<file path="src/udp_tx_pkg.sv">
`default_nettype none

package udp_tx_pkg;

    // frame layout, in bytes
    localparam int PREAMBLE_BYTES = 7;
    localparam logic [7:0] PREAMBLE_BYTE = 8'h55;
    localparam logic [7:0] SFD_BYTE = 8'hD5;
    localparam int HEADER_BYTES = 42;
    localparam int FCS_BYTES = 4;
    localparam int GAP_BYTES = 12;

    // payload buffering
    localparam int FIFO_DEPTH = 2048;
    localparam int FIFO_AW = $clog2(FIFO_DEPTH);
    localparam int PAYLOAD_MIN = 18;
    localparam int PAYLOAD_MAX = 1024;
    localparam int LEN_WIDTH = $clog2(PAYLOAD_MAX + 1);
    localparam int LEN_QUEUE_DEPTH = 4;
    localparam int LQ_AW = $clog2(LEN_QUEUE_DEPTH);

    // fixed header fields
    localparam logic [7:0] IP_TTL = 8'd64;
    localparam logic [7:0] IP_PROTO_UDP = 8'd17;
    localparam logic [15:0] ETHERTYPE_IPV4 = 16'h0800;
    localparam logic [15:0] IP_FLAGS_DF = 16'h4000;

    // reflected form of 0x04C11DB7
    localparam logic [31:0] CRC32_POLY_REFL = 32'hEDB88320;

    typedef struct packed {
        logic [47:0] mac;
        logic [31:0] ip;
        logic [15:0] port;
    } endpoint_t;

    // first field goes out first, msb first
    typedef struct packed {
        logic [47:0] eth_dst;
        logic [47:0] eth_src;
        logic [15:0] ethertype;
        logic [7:0]  ip_ver_ihl;
        logic [7:0]  ip_tos;
        logic [15:0] ip_total_len;
        logic [15:0] ip_id;
        logic [15:0] ip_flags_frag;
        logic [7:0]  ip_ttl;
        logic [7:0]  ip_proto;
        logic [15:0] ip_checksum;
        logic [31:0] ip_src;
        logic [31:0] ip_dst;
        logic [15:0] udp_src_port;
        logic [15:0] udp_dst_port;
        logic [15:0] udp_length;
        logic [15:0] udp_checksum;
    } frame_hdr_t;

    typedef struct packed {
        logic [7:0]           tdata;
        logic                 tlast;
        logic [LEN_WIDTH-1:0] tuser;
    } axis_beat_t;

    typedef struct packed {
        logic       en;
        logic [7:0] d;
    } gmii_tx_t;

    typedef enum logic [2:0] {
        IDLE,
        PREAMBLE,
        SFD,
        HEADER,
        PAYLOAD,
        FCS,
        GAP
    } tx_state_e;

endpackage

`default_nettype wire

</file>
<file path="src/udp_header_builder.sv">
`timescale 1ns/1ps
`default_nettype none

module udp_header_builder (
    input  wire udp_tx_pkg::endpoint_t       local_i,
    input  wire udp_tx_pkg::endpoint_t       remote_i,
    input  wire [udp_tx_pkg::LEN_WIDTH-1:0]  payload_len_i,
    output udp_tx_pkg::frame_hdr_t           hdr_o
);

    udp_tx_pkg::frame_hdr_t hdr;
    logic [15:0] payload_len;
    logic [19:0] sum;
    logic [16:0] fold;
    logic [15:0] csum;

    assign payload_len = 16'(payload_len_i);

    always_comb begin
        hdr = '0;

        // ethernet
        hdr.eth_dst   = remote_i.mac;
        hdr.eth_src   = local_i.mac;
        hdr.ethertype = udp_tx_pkg::ETHERTYPE_IPV4;

        // ipv4, 20 bytes, no options
        hdr.ip_ver_ihl    = 8'h45;
        hdr.ip_tos        = 8'h00;
        hdr.ip_total_len  = payload_len + 16'd28;
        hdr.ip_id         = 16'h0000;
        hdr.ip_flags_frag = udp_tx_pkg::IP_FLAGS_DF;
        hdr.ip_ttl        = udp_tx_pkg::IP_TTL;
        hdr.ip_proto      = udp_tx_pkg::IP_PROTO_UDP;
        hdr.ip_src        = local_i.ip;
        hdr.ip_dst        = remote_i.ip;

        // udp, checksum left at zero
        hdr.udp_src_port = local_i.port;
        hdr.udp_dst_port = remote_i.port;
        hdr.udp_length   = payload_len + 16'd8;
        hdr.udp_checksum = 16'h0000;

        // ten header words, checksum word taken as zero
        sum = 20'({hdr.ip_ver_ihl, hdr.ip_tos})
            + 20'(hdr.ip_total_len)
            + 20'(hdr.ip_id)
            + 20'(hdr.ip_flags_frag)
            + 20'({hdr.ip_ttl, hdr.ip_proto})
            + 20'(hdr.ip_src[31:16])
            + 20'(hdr.ip_src[15:0])
            + 20'(hdr.ip_dst[31:16])
            + 20'(hdr.ip_dst[15:0]);

        // end-around carry, twice covers any carry out of the first fold
        fold = 17'(sum[15:0]) + 17'(sum[19:16]);
        csum = fold[15:0] + 16'(fold[16]);

        hdr.ip_checksum = ~csum;
    end

    assign hdr_o = hdr;

endmodule

`default_nettype wire

</file>
<file path="config.mk">
export PLATFORM = sky130hd
export DESIGN_NAME = udp_header_builder
export DESIGN_NICKNAME = d
export VERILOG_FILES = /design/src/udp_tx_pkg.sv /design/src/udp_header_builder.sv
export SDC_FILE = /design/constraint.sdc
export NUM_CORES = 1
export LEC_CHECK = 0
export CORE_AREA = 3 3 209 211
export DETAILED_ROUTE_END_ITERATION = 16
export DIE_AREA = 0 0 212 214
export DONT_BUFFER_PORTS = 1
export GPL_ROUTABILITY_DRIVEN = 0
export PLACE_DENSITY = 0.3
export SYNTH_ARGS = -nofsm -noshare
export SYNTH_HDL_FRONTEND = slang
export SYNTH_SLANG_ARGS = --single-unit
export TNS_END_PERCENT = 100
</file>
<file path="constraint.sdc">
create_clock -name vclk -period 34.7
set_clock_uncertainty 0.2 [all_clocks]
set_input_delay 6.94 -clock vclk [all_inputs]
set_output_delay 6.94 -clock vclk [all_outputs]
set_load 0.05 [all_outputs]
</file>
Word level (Yosys, flattened, before mapping):

Index checks and enable logic that the tools add are counted.

* bitwise logic cells: 1
* add/subtract/negate cells: 11

Operator list (number)
* $add A20 B16 Y20: 2
* $add A19 B16 Y20: 1
* $add A18 B16 Y19: 1
* $add A17 B15 Y18 const B: 1
* $add A16 B15 Y17 const B: 1
* $add A16 B4 Y17: 1
* $add A15 B12 Y16 const A: 1
* $add A16 B1 Y16: 1
* $not A16 Y16: 1
* $add A11 B4 Y12 const B: 1
* $add A11 B5 Y12 const B: 1

* output and inout port bits: 336
* register bits: 0
* input bits: 203

Logic depth before layout (Yosys ltp):

Gate-level depths: netlist (run 1).

* depth in word-level cells: 11
* gate-level depth with buffers: 38
* depth with buffers taken out: 38

Least setup slack after synthesis (run 1):

OpenSTA, ideal clock, no wires.

* path type: input to output
* from: input payload_len_i[3] (netlist bit)
* to: output hdr_o[142] (netlist bit)
* path slack: 11.521 ns
* required time: 27.560 ns
* path buffers: 0
* stages on the path: 34
* arrival time: 16.039 ns
* path through: inv_1 > ha_1 > nand2_1 > nand3_1 > xnor2_1 > fa_1 > fa_1 > inv_1 > fa_1 > inv_1 > ha_1 > a2111o_1 > o22ai_4 > o31ai_1 > a21o_1 > a21oi_1 > o21bai_1 > a21o_1 > xnor2_1 > fa_1 > nand2b_1 > a21oi_1 > nand2_1 > nor2_1 > nand4_1 > nor3_1 > ha_1 > nor2b_1 > nand3_1 > or3_1 > or2_2 > nor3b_4 > nand3_2 > xnor2_1

RTL lines
* start, declared: line udp_header_builder.sv:7 `input wire [udp_tx_pkg::LEN_WIDTH-1:0] payload_len_i,`
* end, declared: line udp_header_builder.sv:8 `output udp_tx_pkg::frame_hdr_t hdr_o`

==> results.md, run 1 <==
- Final non-filler cell area: 4572 sq um
- Actual slew at the worst max-slew pin: 1.386 ns
- Required time at the worst-slack endpoint: 27.56 ns
- Crit path capture type: output pin
- Adder-cell share of the synthesized area: 0.2531
- Net count of the finished layout: approximately 850
- Leakage dissipation: 2.240 nW
- Die boundary height: 214 um
- Setup repair after global routing missed its margin: false
- Number of clock buffers in the layout: 0
- Critical-path cell with the highest stage delay: xor2_1
- Syn. warnings: 0
- Total power per unit cell area: 124.4 nW/um^2
- Maximum vdd ir drop: between 0.04 and 0.05 mV
- Fraction of the yosys area taken by sequential cells: 0
- Seq pwr share: 0
- CP startpoint kind: input pin
- Clock power frac: 0
- Fraction of power spent switching nets: 0.7203
- Compound-gate portion of the synthesized area: 0.08055
- Critical path type: in -> out
- Multiplexer share of the synthesized area: 0
- Fraction of layout instances using a drive strength above 1: 0.04513
- Number of flip-flops and latches: 0
- Fraction of synthesized cell area taken by the top area cell type: 0.3974
- Synthesized netlist cell count: between 700 and 800
- Port Buf Inserts: 0
- Internal Pwr Total: 0.1590 mW
- Minimum period implied by the final worst setup slack: 23.76 ns
- Post-CTS Hold Fix Bufs: 0
- Initial antenna violation count: 1
- Maximum clock rate: 0.04209 GHz
- Arr. time, crit path: 16.62 ns
- First DRT Iteration DRCs: 78
- Count of TritonRoute iterations in the first routing pass: 4
- HP Class: in -> out
- Final Max Tran Viols: 0
- Area share of xor/xnor cells in the synthesized design: 0.07196
- Top cells by count, synth: 301 x buf_4, 132 x inv_1, 45 x fa_1
- Logic pwr share: 1.000
- Count of pins on the block boundary: around 540
- Total core area: about 42000 sq um
- Post-route fraction of the period consumed by the critical path: 0.6847
- Library cells used by synthesis: 60
- Total negative setup slack: 0 ns
- CP Max Fanout: 6
- Most prevalent standard cell on the critical path: ha_1
- Setup violations, final: 0
- Post-detailed-placement half-perimeter wirelength: 14590 um
- Number of routed nets with antenna violations: 0
- Mean instance size in the synthesized netlist: 7.642 sq um
- Total global routing overflow: 0
- Largest stage delay, worst path: 0.87 ns
- Vias per inst: 3.023
- Via count of the first global-routing pass: 3396
- Maximum number of pins on one net before global-route repair: 11
- Final routed wire length divided by cell count: 14.29 um
- Synth top area cells: buf_4 40%, fa_1 16%, ha_1 9.5%
- Layout overhead on the synthesized area: -19.59%
- Most instantiated library cell after synthesis: buf_4
- Placed standard-cell area: between 4000 and 5000 sq um
- Run status: complete, no violations
- Dominant combinational cell family by area after synthesis: buffers and inverters
- Hold_ws: ~14 ns
- Synth Cell Area: 5685 sq um
- MaxCap Viol Count: 0
- Die Wd: 212 um
- Floorplan die area: 45370 sq um
- Count of vias placed by the detailed router: ~3300
- Diodes inserted: 0
- Worst slew margin relative to its limit: 0.06910
- Simple-gate share of the synthesized area: 0.1043
- Hold Fails Final Rpt: 0
- Global-route usage over all layers: 0.06393
- Post-detailed-route DRC marker count: 0
- Number of buffers added for setup after CTS: 0
- Post-synthesis cell type with the largest combined area: buf_4
- Initial core utilization: 0.1355
- # resized after CTS: 0
- Wire length of the first global-routing pass: 21960 um
- Sequential cell area in the final layout: 0 sq um
- Total routed wirelength: 15620 um
- NetSw: 0.4095 mW
- Site Rows: 75
## logic make-up (layout without fill, tap and decap cells)
group | Yosys count | count (layout)
buffers and inverters | 439 | 147
xor gates and xnor gates | 45 | 45
adders and majority gates | 88 | 88
and+or+nand+nor | 108 | 108
AOI/OAI and AO/OA | 62 | 62
other | 2 | 104
## per-layer routing
metal  track usage  up-vias  share of wire
met4       0.01741        2          0.028
met2        0.1166      219           0.51
li1              -     1521              -
met3       0.02211       40          0.098
met5             0        -        0.00077
met1       0.06969     1522           0.36
## through the flow
stage	util	setup slack, ns	total power [mW]	cells
final	0.1090	10.94	0.5685	1093
after detailed placement	0.1090	10.83	0.5812	1093
after CTS	0.1090	10.81	0.5833	1093
after global placement	0.1090	11.02	0.5852	1093
after global routing	0.1090	10.16	0.6232	1093
after floorplan	-	11.52	0.5157	846
## final cells by class
cell class,instances,area [sq um]
Inverter,132,495.5
Tap cell,539,674.4
Timing Repair Buffer,15,112.6
Fill cell,4884,37370
Multi-Input combinational cell,407,3289
## cell usage in the layout (no fill, tap or decap), types with 3 or more instances in the layout
| cell type | instances |
|---|---|
| fa_1 | 45 |
| xnor2_1 | 24 |
| nor3b_1 | 4 |
| nand4_1 | 5 |
| a21o_1 | 5 |
| o21a_1 | 4 |
| a21oi_1 | 14 |
| a211oi_1 | 4 |
| nor3_1 | 6 |
| nand2_1 | 24 |
| buf_4 | 15 |
| nor2b_1 | 5 |
| o21ai_0 | 8 |
| conb_1 | 104 |
| a211o_1 | 3 |
| xor2_1 | 19 |
| nand3_1 | 16 |
| inv_1 | 132 |
| ha_1 | 43 |
| nor2_1 | 20 |
| nand2b_1 | 8 |
## worst max-delay path, delay by kind of cell
| kind | cells | cell delay [ns] |
|---|---|---|
| simple gates | 14 | 3.69 |
| fa+ha+maj | 7 | 2.73 |
| buf+inv | 3 | 0.52 |
| compound gates | 9 | 1.76 |
| xor+xnor | 2 | 0.97 |
## path summary, 6_finish.rpt
| kind | start | endpoint | slack (ns) | cells past startpoint |
|---|---|---|---|---|
| worst min-delay path | local_i[33] | hdr_o[113] | 13.68 | 0 |
| worst max-delay path | payload_len_i[3] | hdr_o[143] | 10.94 | 35 |
## power groups by stage
stage,clock [mW],combinational (mW),sequential (mW)
global route,0,0.623,0
finish,0,0.569,0
detailed placement,0,0.581,0
floorplan,0,0.516,0
global placement,0,0.585,0
CTS,0,0.583,0
(Power assumes the default switching activity.)
==> run 2: changes to the inputs <==
Settings changed: ABC_AREA set to 1, CORE_AREA 3 3 209 211 to 3 3 210 212, DIE_AREA 0 0 212 214 to 0 0 213 215.
Clock period 34.7 ns to 20.2 ns, I/O delays scaled along.
==> results.md, run 2 <==
- Run status: complete, no violations
- First DRT Iteration DRCs: around 90
- Total negative setup slack: 0 ns
- Site Rows: 75
- Share of the core filled with cells in the final layout: 0.1099
- Count of vias placed by the detailed router: roughly 3400
- Fraction of layout instances using a drive strength above 1: 0.07309
- Crit path capture type: output pin
- Die boundary height: 215 um
- Final Max Tran Viols: 0
- Final routed wire length divided by cell count: approximately 12 um
- Cell count after placement: roughly 1200
- Maximum clock rate: 0.06092 GHz
- Maximum vdd ir drop: 0.06117 mV
- Post-synthesis cell type with the largest combined area: buf_4
- Most common library cell in the layout ignoring fill and taps: inv_1
- Setup repair after global routing missed its margin: false
- Hold_ws: 7.880 ns
- Top cells by count, synth: 301 x buf_4, 176 x inv_1, 114 x nand2_1
- Number of standard cells in the final layout excluding fillers: 1182
- Net count of the finished layout: approximately 940
- Required time at the worst-slack endpoint: 15.96 ns
- Diodes inserted: 0
- Fraction of synthesized cell area taken by the top area cell type: 0.3930
- Number of routed nets with antenna violations: 0
- Floorplan die area: 45800 sq um
- Post-CTS Hold Fix Bufs: 0
- Setup violations, final: 0
- Number of buffers added for setup after CTS: 0
- Placed standard-cell area: 4629 sq um
- Most frequent cells in the layout: 176 x inv_1, 114 x nand2_1, 104 x conb_1
- Vias per inst: 2.865
- CP Max Fanout: 5
- Wire length of the first global-routing pass: ~21000 um
- Syn. warnings: 0
- Minimum period implied by the final worst setup slack: 16.42 ns
- Total core area: around 42000 sq um
- Layout overhead on the synthesized area: -19.48%
- Via count of the first global-routing pass: 3396
- Initial core utilization: 0.1365
- Port Buf Inserts: 0
- Total routed wirelength: 14760 um
- Initial antenna violation count: 0
- Post-detailed-placement half-perimeter wirelength: 14270 um
- Leakage dissipation: 2.590 nW
- Count of TritonRoute iterations in the first routing pass: 5
- Synthesized netlist cell count: 832
- Final worst-path setup slack: 3.784 ns
- Synth Cell Area: between 5000 and 6000 sq um
- Largest stage delay, worst path: 0.88 ns
- Fraction of the yosys area taken by sequential cells: 0
- Arr. time, crit path: 12.18 ns
- CP startpoint kind: input pin
- Critical path type: in -> out
- Post-detailed-route DRC marker count: 0
- Count of pins on the block boundary: 539
- Setup slack after placement: 3.655 ns
- Mean instance size in the synthesized netlist: 6.910 sq um
- MaxCap Viol Count: 0
- Sequential cell area in the final layout: 0 sq um
- HP Class: in -> out
- Actual slew at the worst max-slew pin: 1.209 ns
- Worst slew margin relative to its limit: 0.1882
- Global-route usage over all layers: 0.06018
- Post-route fraction of the period consumed by the critical path: 0.8127
- Total power per unit cell area: 193.9 nW/um^2
- Synth top area cells: buf_4 39%, fa_1 16%, inv_1 11%
- Total global routing overflow: 0
- Die Wd: 213 um
- Library cells used by synthesis: 31
- Number of clock buffers in the layout: 0
- # resized after CTS: 0
- Critical-path cell with the highest stage delay: xor2_1
- Final non-filler cell area: 4629 sq um
- Most instantiated library cell after synthesis: buf_4
- Number of flip-flops and latches: 0
- Total power: roughly 0.90 mW
- Maximum number of pins on one net before global-route repair: 7
- Hold Fails Final Rpt: 0
[run 2: cell count changes after synthesis, sizes merged, moves of 5 or more]
cell | previous run | this run
xnor2 | 26 | 8
nor2b | 5 | 0
nor3b | 6 | 0
nand2b | 8 | 0
clkbuf | 6 | 0
nor2 | 20 | 39
nand2 | 25 | 130
a21oi | 14 | 9
nand3 | 17 | 32
inv | 132 | 179
[run 2: layer usage]
layer	wire, um	track usage	up-vias	share of wire
li1	-	-	1645	-
met2	7107	0.1030	213	0.48
met4	289	0.01109	0	0.020
met5	0	0	-	0
met3	1570	0.02260	42	0.11
met1	5795	0.07218	1486	0.39
[run 2: worst paths after layout]
path | from | to | slack (ns) | cells after the start
setup / recovery | payload_len_i[2] | hdr_o[140] | 3.78 | 38
hold / removal | local_i[26] | hdr_o[106] | 7.88 | 0
[run 2: logic make-up after synthesis]
family,count (synthesis),share of synthesized area
AOI/OAI and AO/OA,20,0.02067
xor gates and xnor gates,29,0.04549
adders and majority gates,88,0.2503
buffers and inverters,482,0.5114
other,2,0.001306
and+or+nand+nor,211,0.1708
[run 2: final cells by class]
type | instances | area (sq um)
inverter | 181 | 680.7
tap | 539 | 674.4
timing repair buffer | 10 | 75.07
fill | 4969 | 37500
multi-input combinational | 452 | 3199
[run 2: worst max-delay path, delay by kind of cell]
family          cells  cell delay, ns
xor+xnor            3            1.59
fa+ha+maj           7            2.92
compound gates      4            0.78
simple gates       21            2.35
buf+inv             3            0.48
[run 2: report_power, final]
group | internal, mW | leakage, nW | switching [mW]
Combinational | 0.227 | 2.59 | 0.671
Sequential | 0 | 0 | 0
Clock | 0 | 0 | 0
Total | 0.227 | 2.59 | 0.671
