===== src/udp_tx_pkg.sv =====
`default_nettype none

package udp_tx_pkg;

    // frame layout, in bytes
    localparam int PREAMBLE_BYTES = 7;
    localparam logic [7:0] PREAMBLE_BYTE = 8'h55;
    localparam logic [7:0] SFD_BYTE = 8'hD5;
    localparam int HEADER_BYTES = 42;
    localparam int FCS_BYTES = 4;
    localparam int GAP_BYTES = 12;

    // payload buffering
    localparam int FIFO_DEPTH = 2048;
    localparam int FIFO_AW = $clog2(FIFO_DEPTH);
    localparam int PAYLOAD_MIN = 18;
    localparam int PAYLOAD_MAX = 1024;
    localparam int LEN_WIDTH = $clog2(PAYLOAD_MAX + 1);
    localparam int LEN_QUEUE_DEPTH = 4;
    localparam int LQ_AW = $clog2(LEN_QUEUE_DEPTH);

    // fixed header fields
    localparam logic [7:0] IP_TTL = 8'd64;
    localparam logic [7:0] IP_PROTO_UDP = 8'd17;
    localparam logic [15:0] ETHERTYPE_IPV4 = 16'h0800;
    localparam logic [15:0] IP_FLAGS_DF = 16'h4000;

    // reflected form of 0x04C11DB7
    localparam logic [31:0] CRC32_POLY_REFL = 32'hEDB88320;

    typedef struct packed {
        logic [47:0] mac;
        logic [31:0] ip;
        logic [15:0] port;
    } endpoint_t;

    // first field goes out first, msb first
    typedef struct packed {
        logic [47:0] eth_dst;
        logic [47:0] eth_src;
        logic [15:0] ethertype;
        logic [7:0]  ip_ver_ihl;
        logic [7:0]  ip_tos;
        logic [15:0] ip_total_len;
        logic [15:0] ip_id;
        logic [15:0] ip_flags_frag;
        logic [7:0]  ip_ttl;
        logic [7:0]  ip_proto;
        logic [15:0] ip_checksum;
        logic [31:0] ip_src;
        logic [31:0] ip_dst;
        logic [15:0] udp_src_port;
        logic [15:0] udp_dst_port;
        logic [15:0] udp_length;
        logic [15:0] udp_checksum;
    } frame_hdr_t;

    typedef struct packed {
        logic [7:0]           tdata;
        logic                 tlast;
        logic [LEN_WIDTH-1:0] tuser;
    } axis_beat_t;

    typedef struct packed {
        logic       en;
        logic [7:0] d;
    } gmii_tx_t;

    typedef enum logic [2:0] {
        IDLE,
        PREAMBLE,
        SFD,
        HEADER,
        PAYLOAD,
        FCS,
        GAP
    } tx_state_e;

endpackage

`default_nettype wire


===== src/eth_crc32.sv =====
`timescale 1ns/1ps
`default_nettype none

module eth_crc32 (
    input  wire         clk_i,
    input  wire         rst_i,
    input  wire         clear_i,
    input  wire         en_i,
    input  wire  [7:0]  data_i,
    output logic [31:0] crc_o
);

    logic [31:0] crc_q;
    logic [31:0] crc_next;

    // lsb-first byte update
    always_comb begin
        crc_next = crc_q ^ {24'h000000, data_i};
        for (int i = 0; i < 8; i++) begin
            if (crc_next[0]) begin
                crc_next = (crc_next >> 1) ^ udp_tx_pkg::CRC32_POLY_REFL;
            end else begin
                crc_next = crc_next >> 1;
            end
        end
    end

    always_ff @(posedge clk_i) begin
        if (rst_i || clear_i) begin
            crc_q <= 32'hFFFF_FFFF;
        end else if (en_i) begin
            crc_q <= crc_next;
        end
    end

    // final xor, byte 0 of the fcs is crc_o[7:0]
    assign crc_o = ~crc_q;

endmodule

`default_nettype wire


===== config.mk =====
export PLATFORM = sky130hd
export DESIGN_NAME = eth_crc32
export DESIGN_NICKNAME = d
export VERILOG_FILES = /design/src/udp_tx_pkg.sv /design/src/eth_crc32.sv
export SDC_FILE = /design/constraint.sdc
export NUM_CORES = 1
export LEC_CHECK = 0
export BUFFER_PORTS_ARGS = -buffer_cell sky130_fd_sc_hd__buf_2
export CORE_MARGIN = 5
export CORE_UTILIZATION = 55
export DETAILED_ROUTE_END_ITERATION = 16
export PLACE_DENSITY = 0.93
export REMOVE_ABC_BUFFERS = 1
export SYNTH_ARGS = -nofsm -noshare
export SYNTH_HDL_FRONTEND = slang
export SYNTH_SLANG_ARGS = --single-unit
export TNS_END_PERCENT = 50

===== constraint.sdc =====
create_clock -name clk_i -period 3 [get_ports clk_i]
set_input_delay 0.6 -clock clk_i [delete_from_list [all_inputs] [get_ports clk_i]]
set_output_delay 0.6 -clock clk_i [all_outputs]
set_load 0.01 [all_outputs]

After elaboration in Yosys (flattened, before gate mapping)

Cells that the tools add are included.

Logic and storage cells: 20
Input bits: 12
Output and inout port bits: 32
Flip-flop bits (word level): 32

Bitwise gates (word level): 10
Mux-type cells: 8
Reductions and logical operators: 1

Operators by type and width:

| cell                         | count |
|---|---|
| 2-to-1 mux 32 bit            | 8 |
| NOT 13 -> 14 bit             | 8 |
| NOT 32 bit                   | 1 |
| bitwise XOR 32 x 8 -> 32 bit | 1 |
| logical OR 1 bit             | 1 |

Logic depth before layout (Yosys ltp)

Gate-level depths: netlist of the first run.

Word-level depth: 17
Mapped depth: 5
Gate-level depth less buffers: 5

Worst setup path before layout of the first run

No wires, ideal clock.

Kind: input-to-reg
From: input port data_i[6]
To: register crc_q[25]
Data required time: 2,862 ps
Path slack: 956 ps
Setup time: 138 ps
Stages: 5
Path buffers: 0
Data arrival time: 1,906 ps
Path through: xnor2_2 -> xnor3_1 -> xnor3_1 -> nand2_1 -> o211ai_1

Word-level cells in the longest chain between the ends: 10

Ends and longest elaborated chain:

| element                           | line            | RTL |
|---|---|---|
| start, declared                   | eth_crc32.sv:9  | `input wire [7:0] data_i,` |
| bitwise XOR 32 x 8 -> 32 bit *    | eth_crc32.sv:18 | `crc_next = crc_q ^ {24'h000000, data_i};` |
| NOT 13 -> 14 bit (no source line) | --              |  |
| 2-to-1 mux 32 bit * (8 in series) | eth_crc32.sv:20 | `if (crc_next[0]) begin` |
| end signal, assigned              | eth_crc32.sv:32 | `crc_q <= crc_next;` |
| end, declared                     | eth_crc32.sv:13 | `logic [31:0] crc_q;` |

Every way passes the cells marked *; elsewhere a longest branch is shown, timed or not.
A chain may end at the register's enable or synchronous reset.

Worst setup path after layout of the first run

From: register crc_q[0]
To: register crc_q[25]

Word-level cells in the longest chain between the ends: 9

Ends and longest elaborated chain:

| element                         | line |
|---|---|
| bitwise XOR 32 x 8 -> 32 bit    | eth_crc32.sv:18 |
| 2-to-1 mux 32 bit (8 in series) | eth_crc32.sv:20 |

Every way passes these cells.

==> results of run 1 <==
logic make-up (layout without fill, tap and decap cells):
| kind of cell | Yosys count | count (layout) |
|---|---|---|
| AOI/OAI and AO/OA | 35 | 35 |
| xor gates and xnor gates | 72 | 72 |
| buffers and inverters | 42 | 88 |
| DFF | 32 | 32 |
| and+or+nand+nor | 31 | 31 |
how the worst max path moves through the flow:
stage	to	startpoint	depth (start not counted)
detailed placement	crc_q[25]	data_i[0]	6
global placement	crc_q[25]	data_i[0]	6
global route	crc_q[4]	crc_q[2]	6
CTS	crc_q[25]	crc_q[0]	5
finish	crc_q[25]	crc_q[0]	5
floorplan	crc_q[25]	data_i[6]	5
cell usage in the layout (no fill, tap or decap), drive strengths merged, types with 2 or more instances in the layout:
cell and count:
o21ai 3, dfxtp 32, clkbuf 8, nor2 3
a21oi 3, xnor2 58, xnor3 5, buf 47
nand2 26, a211o 2, xor2 9, inv 32
o211ai 26
power by group through the flow:
stage	clock [µW]	sequential [µW]	combinational (µW)
2_1_floorplan	0	487	509
3_3_place_gp	0	491	626
3_5_place_dp	0	494	644
4_1_cts	267	484	648
5_1_grt	284	487	702
6_report	262	484	645
worst register-to-register path: cells and delay by family (launching register included):
kind	cells	cell delay [ns]
compound gates	1	0.08
simple gates	1	0.08
xor+xnor	3	1.36
flops	1	0.44
metrics by stage:
stage	cells	hold WS [ns]
detailed placement	296	0.468
floorplan	203	0.442
global route	304	0.547
global placement	296	0.455
CTS	304	0.490
finish	304	0.493
cell type report:
class | count | area (µm²)
tap | 46 | 57.6
inverter | 33 | 124
clock buffer | 8 | 58.8
fill | 287 | 1120
sequential | 32 | 641
timing repair buffer | 47 | 245
multi-input combinational | 138 | 1170
layer usage:
metal,routed length [µm],vias to the layer above,GRT usage (%)
met5,0,-,0
met4,106,0,9.57
met3,263,10,4.88
met2,2030,44,30.5
met1,1880,689,22.8
li1,-,763,-
==> results.md, run 1 <==
* Most flop-heavy register: crc_q
* CP max-delay cell: xnor3_1
* Critical path required time at 3.21 ns
* Reg-to-Reg End: crc_q[25]
* Final hold viol count at 0
* Top cell type's share of synthesized area at 32.5%
* Finished Core Util at around two thirds
* Syn_area_per_cell at roughly 9.3 µm²
* RSZ-0062 raised after global routing: no
* Ys async rst share at 0%
* Setup CP Type: reg2reg
* Clock Root Buffer: clkbuf_4
* Static Leak at between 0.001 and 0.0015 µW
* Drt pass-1 iters at 4
* Setup TNS at 0 ns
* Ant diodes at 0
* Critical Path AT at between 2 and 2.5 ns
* Fin crit period at around 2.1 ns
* Sw Ratio at 35.4%
* Resized Gates After CTS at 0
* Clock network power share at about a fifth
* Sequential share of power at between 30% and 40%
* Synth Area in Compound Gates at 12.6%
* Final Cell Area at about 2300 µm²
* Max Clock Freq at between 400 and 500 MHz
* Synth warnings at 0
* DP Worst Slack at 0.625 ns
* Die area at ~4900 µm²
* Hold depth at 2
* Final Total Pwr at roughly 1400 µW
* Crit path max-delay family: XOR/XNOR gates
* Top cells by count, synth: xnor2_1, dfxtp_1, inv_1, nand2_1, o211ai_1
* Setup Skew at 0.00968 ns
* IO Pins at 44
* Placed Area at approximately 2200 µm²
* CTS tree: done
* NetSw at just under 500 µW
* Clk sinks at 32
* Hold path start: crc_q[23]
* Startpoint class of the critical path: register
* Setup Fix Bufs, Post-CTS at 0
* Dpl hpwl at between 3 and 4 mm
* Num CTS Buffers at 5
* Count leader, synth: xnor2_1
* Post-synth top area cell: dfxtp_1
* R2R cell count at 5
* Number of flip-flops in the largest register at 32
* Core area at 3420 µm²
* Hold Path Class: reg2reg
* Max-slew violation count at 0
* Crit path cell chain: xor2_4 -> xnor3_1 -> xnor3_1 -> nand2_1 -> o211ai_1
* Synthesized cell area at roughly 2000 µm²
* Combinational share of power at roughly 46%
* DRC Markers at 0
* Top post-synthesis cells by area: dfxtp_1, xnor2_1, o211ai_1
* Area Growth Syn to Fin at 16.6%
* Post-synthesis simple-gate area fraction at 6.09%
* Die width at ~70 µm
* Initial antenna violation count at 0
* Initial DRC Count at 89
* Largest regs: crc_q: 32 flops
* GR Overflow Total at 0
* Routability Congestion at 0.821
* Worst VDD drop at around 0.00034 V
* H-tree depth at 2
* Yosys reg bits at 32
* Vias per cell at 4.95
* Antenna Nets Post-Route at 0
* Vias post-DR at around 1500
* Min-Delay Endpoint: crc_q[23]
* Largest net degree at the start of global routing at 47
* Clock transition at path regs at around 0.090 ns
* Worst slew margin at 48.5%
* Drt wl/cell at between 10 and 15 µm
* IO buf count at 43
* Status: finished, final reports clean
* Post-synth cell types at 22
* # rows at 21
* Share of cells above drive strength 1 at between 20% and 30%
* R2R Path Start: crc_q[0]
* Largest family of logic cells by synthesized area: XOR/XNOR gates
* Hold Buf Count CTS at 0
* Global Route Usage Sum at a little under a fifth
* Worst setup slack after layout at ~0.9 ns
* Starting Density at about 58%
* Final WL at about 4.3 mm
* Clk buf depth at 2
* Final net count at roughly 270
* Die Ht at between 60 and 70 µm
* Fraction of the yosys area taken by sequential cells at around a third
* Worst-Skew Late Latency at 0.34 ns
* Most used DFF post-synth: dfxtp_1
* Most used cell, CP: xnor3_1
* Number of global-route vias before repair at about 1500
* Worst-case register-to-register setup slack at between 0.9 and 1 ns
* Int Pwr at 898 µW
* First-pass GRT wire length at 7.25 mm
* Final period utilization at between 60% and 70%
* Cells after Synth at 212
* Synth Area in XOR/XNOR at between 40 and 50%
* Critical-path maximum fanout at 6
* Tightest Pin Transition at between 0.7 and 0.8 ns
* Post-synthesis mux area share at 0%
* Critical path buffers and inverters at 0
* Post-synth EDFFs at 0
* Power per cell area at just over 600 nW/µm²
* Synthesized-area fraction occupied by adder cells at 0%
* Setup violators final at 0
* Endpoint type of the worst setup path: register
* Max-Cap Viols at 0
* CP max stage delay at ~0.6 ns
Note: power is estimated with default switching activity, not from simulation.
==> inputs of run 2 (changes only) <==
- ABC_AREA: unset -> 1
- PLACE_DENSITY: 0.93 -> 0.91
- clock period: 3 -> 2.13 ns (I/O delays scaled with it)
==> run 2 against run 1 <==
Net effect:
- synthesized cell count rose by 97%
- clock-buffer cell count decreased by 2
- utilization down 3.0 points
- worst hold slack got worse by 0.0090 ns
- setup slack got worse by 0.25 ns
- clock skew down 0.0065 ns
- clock power up 72%
- cell count grew 69%
- total power increased by 22%
- sequential power grew 36%
==> results.md, run 2 <==
* Status: finished, final reports clean
* Static Leak at 0.00169 µW (+41%)
* Synth warnings at 0 (unchanged)
* Most used DFF post-synth: dfxtp_1
* Clock transition at path regs at 0.07 ns (-0.02 ns)
* Worst setup slack after layout at 0.660 ns (-0.253 ns)
* Worst slew margin at 47.1% (-1.4 points)
* Clock Root Buffer: clkbuf_8
* Post-synth cell types at 24 (+9.1%)
* Worst-Skew Late Latency at 0.29 ns (-0.05 ns)
* Hold Buf Count CTS at 0 (unchanged)
* Top cells by count, synth: nand2_1, inv_1, nand3_1, dfxtp_1, nand2_2
* Int Pwr at 1050 µW (+17%)
* Final WL at 6.50 mm (+52%)
* Sw Ratio at 38.4% (+2.9 points)
* Num CTS Buffers at 5 (unchanged)
* Setup Skew at 0.00314 ns (-0.00654 ns)
* Most used cell, CP: nand2_1
* Most common cell after layout, fill and taps aside: nand2_1
* Setup TNS at 0 ns (unchanged)
* Register area at 641 µm² (unchanged)
* DRC Markers at 0 (unchanged)
* Routability Congestion at 0.890 (+8.4%)
* Setup Fix Bufs, Post-CTS at 0 (unchanged)
* Drt wl/cell at 12.7 µm (-10%)
* Final Cell Area at 2780 µm² (+21%)
* Sequential share of power at 38.7% (+3.9 points)
* GR Overflow Total at 0 (unchanged)
* Fillers at 415 (+45%)
* Critical Path AT at 1.64 ns (-0.66 ns)
* Clock network power share at 26.4% (+7.6 points)
* Combinational share of power at 34.8% (-12 points)
* Placed Area at 2700 µm² (+21%)
* Die Ht at 76.8 µm (+9.8%)
* Vias per cell at 5.49 (+11%)
* Ant diodes at 0 (unchanged)
* CTS tree: done
* Final net count at 473 (+76%)
* Most flop-heavy register: crc_q
* Starting Density at 56.7% (-1.0 points)
* Area of the multi-input gates at 1560 µm² (+33%)
* Hold depth at 2 (unchanged)
* Largest regs: crc_q: 32 flops
* R2R cell count at 9 (+4)
* Clk buf depth at 2 (unchanged)
* Most frequent cells in the layout: nand2_1, inv_1, buf_2
* Die area at 5890 µm² (+21%)
* Setup CP Type: reg2reg
* Max Clock Freq at 680 MHz (+42%)
* Clk sinks at 32 (unchanged)
* Largest net degree at the start of global routing at 34 (-28%)
* Core area at 4320 µm² (+27%)
* Max-slew violation count at 0 (unchanged)
* Drt pass-1 iters at 5 (+1)
* Post-synth top area cell: dfxtp_1
* CP max-delay cell: dfxtp_1
* Number of global-route vias before repair at 2591 (+68%)
* Vias post-DR at 2817 (+87%)
* Area Growth Syn to Fin at 13.5%
* IO Pins at 44 (unchanged)
* Synthesized cell area at 2450 µm² (+24%)
* Critical-path maximum fanout at 13 (+7)
* IO buf count at 43 (unchanged)
* Crit path cell chain: inv_2 -> nand2_2 -> nand2_2 -> nand2_1 -> nand2_4 -> nand2_1 -> nand2_1 -> a21oi_1 -> o21ai_1
* Tightest Pin Transition at 0.792 ns (+0.0226 ns)
* NetSw at 653 µW (+33%)
* Syn_area_per_cell at 5.86 µm² (-37%)
* Die width at 76.8 µm (+9.8%)
* Worst VDD drop at 0.000377 V (+11%)
* Fraction of the yosys area taken by sequential cells at 26.1% (-6.4 points)
* # rows at 24 (+14%)
* CP max stage delay at 0.36 ns (-0.23 ns)
* Final hold viol count at 0 (unchanged)
* Resized Gates After CTS at 0 (unchanged)
* Setup violators final at 0 (unchanged)
* Max-Cap Viols at 0 (unchanged)
* RSZ-0062 raised after global routing: no
* Antenna Nets Post-Route at 0 (unchanged)
* Number of flip-flops in the largest register at 32 (unchanged)
* Power per cell area at 612 nW/µm² (+1.2%)
* Top post-synthesis cells by area: dfxtp_1, nand2_1, nand3_1
* H-tree depth at 2 (unchanged)
* DP Worst Slack at 0.442 ns (-0.183 ns)
* Dpl hpwl at 4.73 mm (+50%)
* Startpoint class of the critical path: register
* Critical path required time at 2.30 ns (-0.91 ns)
* Hold Path Class: reg2reg
* Cells after Synth at 418 (+97%)
* Global Route Usage Sum at 22.6% (+3.9 points)
* Top cell type's share of synthesized area at 26.1% (-6.4 points)
* Count leader, synth: nand2_1
* Initial DRC Count at 220 (+150%)
* Fin crit period at 1.47 ns (-0.617 ns)
* Initial antenna violation count at 0 (unchanged)
* Endpoint type of the worst setup path: register
* Yosys reg bits at 32 (unchanged)
* First-pass GRT wire length at 11.2 mm (+55%)
* Final period utilization at 69.0% (-0.54 points)
* Ys async rst share at 0% (unchanged)
* Share of cells above drive strength 1 at 21.7% (-2.3 points)
* Post-synth EDFFs at 0 (unchanged)
[run 2: critical path, delay by kind of cell (launching register included)]
family	cells	cell delay, ns
and+or+nand+nor	6	0.71
DFF	1	0.36
AOI/OAI and AO/OA	2	0.23
buffers and inverters	1	0.07
[run 2: area by class of cell]
cell class,count,area share [%]
Inverter,54,7.29
Clock buffer,6,2.61
Multi-Input combinational cell,322,56.0
Timing Repair Buffer,46,8.55
Clock inverter,1,0.180
Tap cell,52,2.34
Sequential cell,32,23.0
[run 2: cell families after synthesis]
family	synth area share, %
AOI/OAI and AO/OA	11.2
xor gates and xnor gates	5.00
buffers and inverters	10.3
DFF	26.1
and+or+nand+nor	47.3
[run 2: final timing paths]
kind / slack [ns] / end / start
worst max-delay path: 0.66 / crc_q[28] / crc_q[0]
worst min-delay path: 0.48 / crc_q[22] / crc_q[22]
worst min register to register: 0.48 / crc_q[22] / crc_q[22]
worst max register to register: 0.66 / crc_q[28] / crc_q[0]
[run 2: metrics by stage]
| step | instances | total power (µW) | util, % | hold WS [ns] |
|---|---|---|---|---|
| finish | 513 | 1700 | 64.3 | 0.484 |
| global route | 513 | 1810 | 64.3 | 0.536 |
| CTS | 513 | 1690 | 64.3 | 0.486 |
| detailed placement | 506 | 1250 | 62.5 | 0.472 |
| global placement | 506 | 1230 | 62.5 | 0.469 |
| floorplan | 408 | 1090 | - | 0.448 |
[run 2: power groups by stage]
stage                     registers (µW)  clock network (µW)  logic (µW)
after floorplan                      665                   0         429
after global placement               670                   0         563
after detailed placement             672                   0         581
after CTS                            659                 448         584
after global routing                 663                 478         669
final                                659                 450         593
[run 2: layer usage]
layer / share of wire [%] / global-route usage, % / up-vias / routed length, µm
met5: 0 / 0 / - / 0
met4: 2.2 / 9.44 / 0 / 145
met3: 10 / 5.39 / 20 / 651
met2: 47 / 37.9 / 149 / 3070
met1: 40 / 27.5 / 1261 / 2630
li1: - / - / 1387 / -
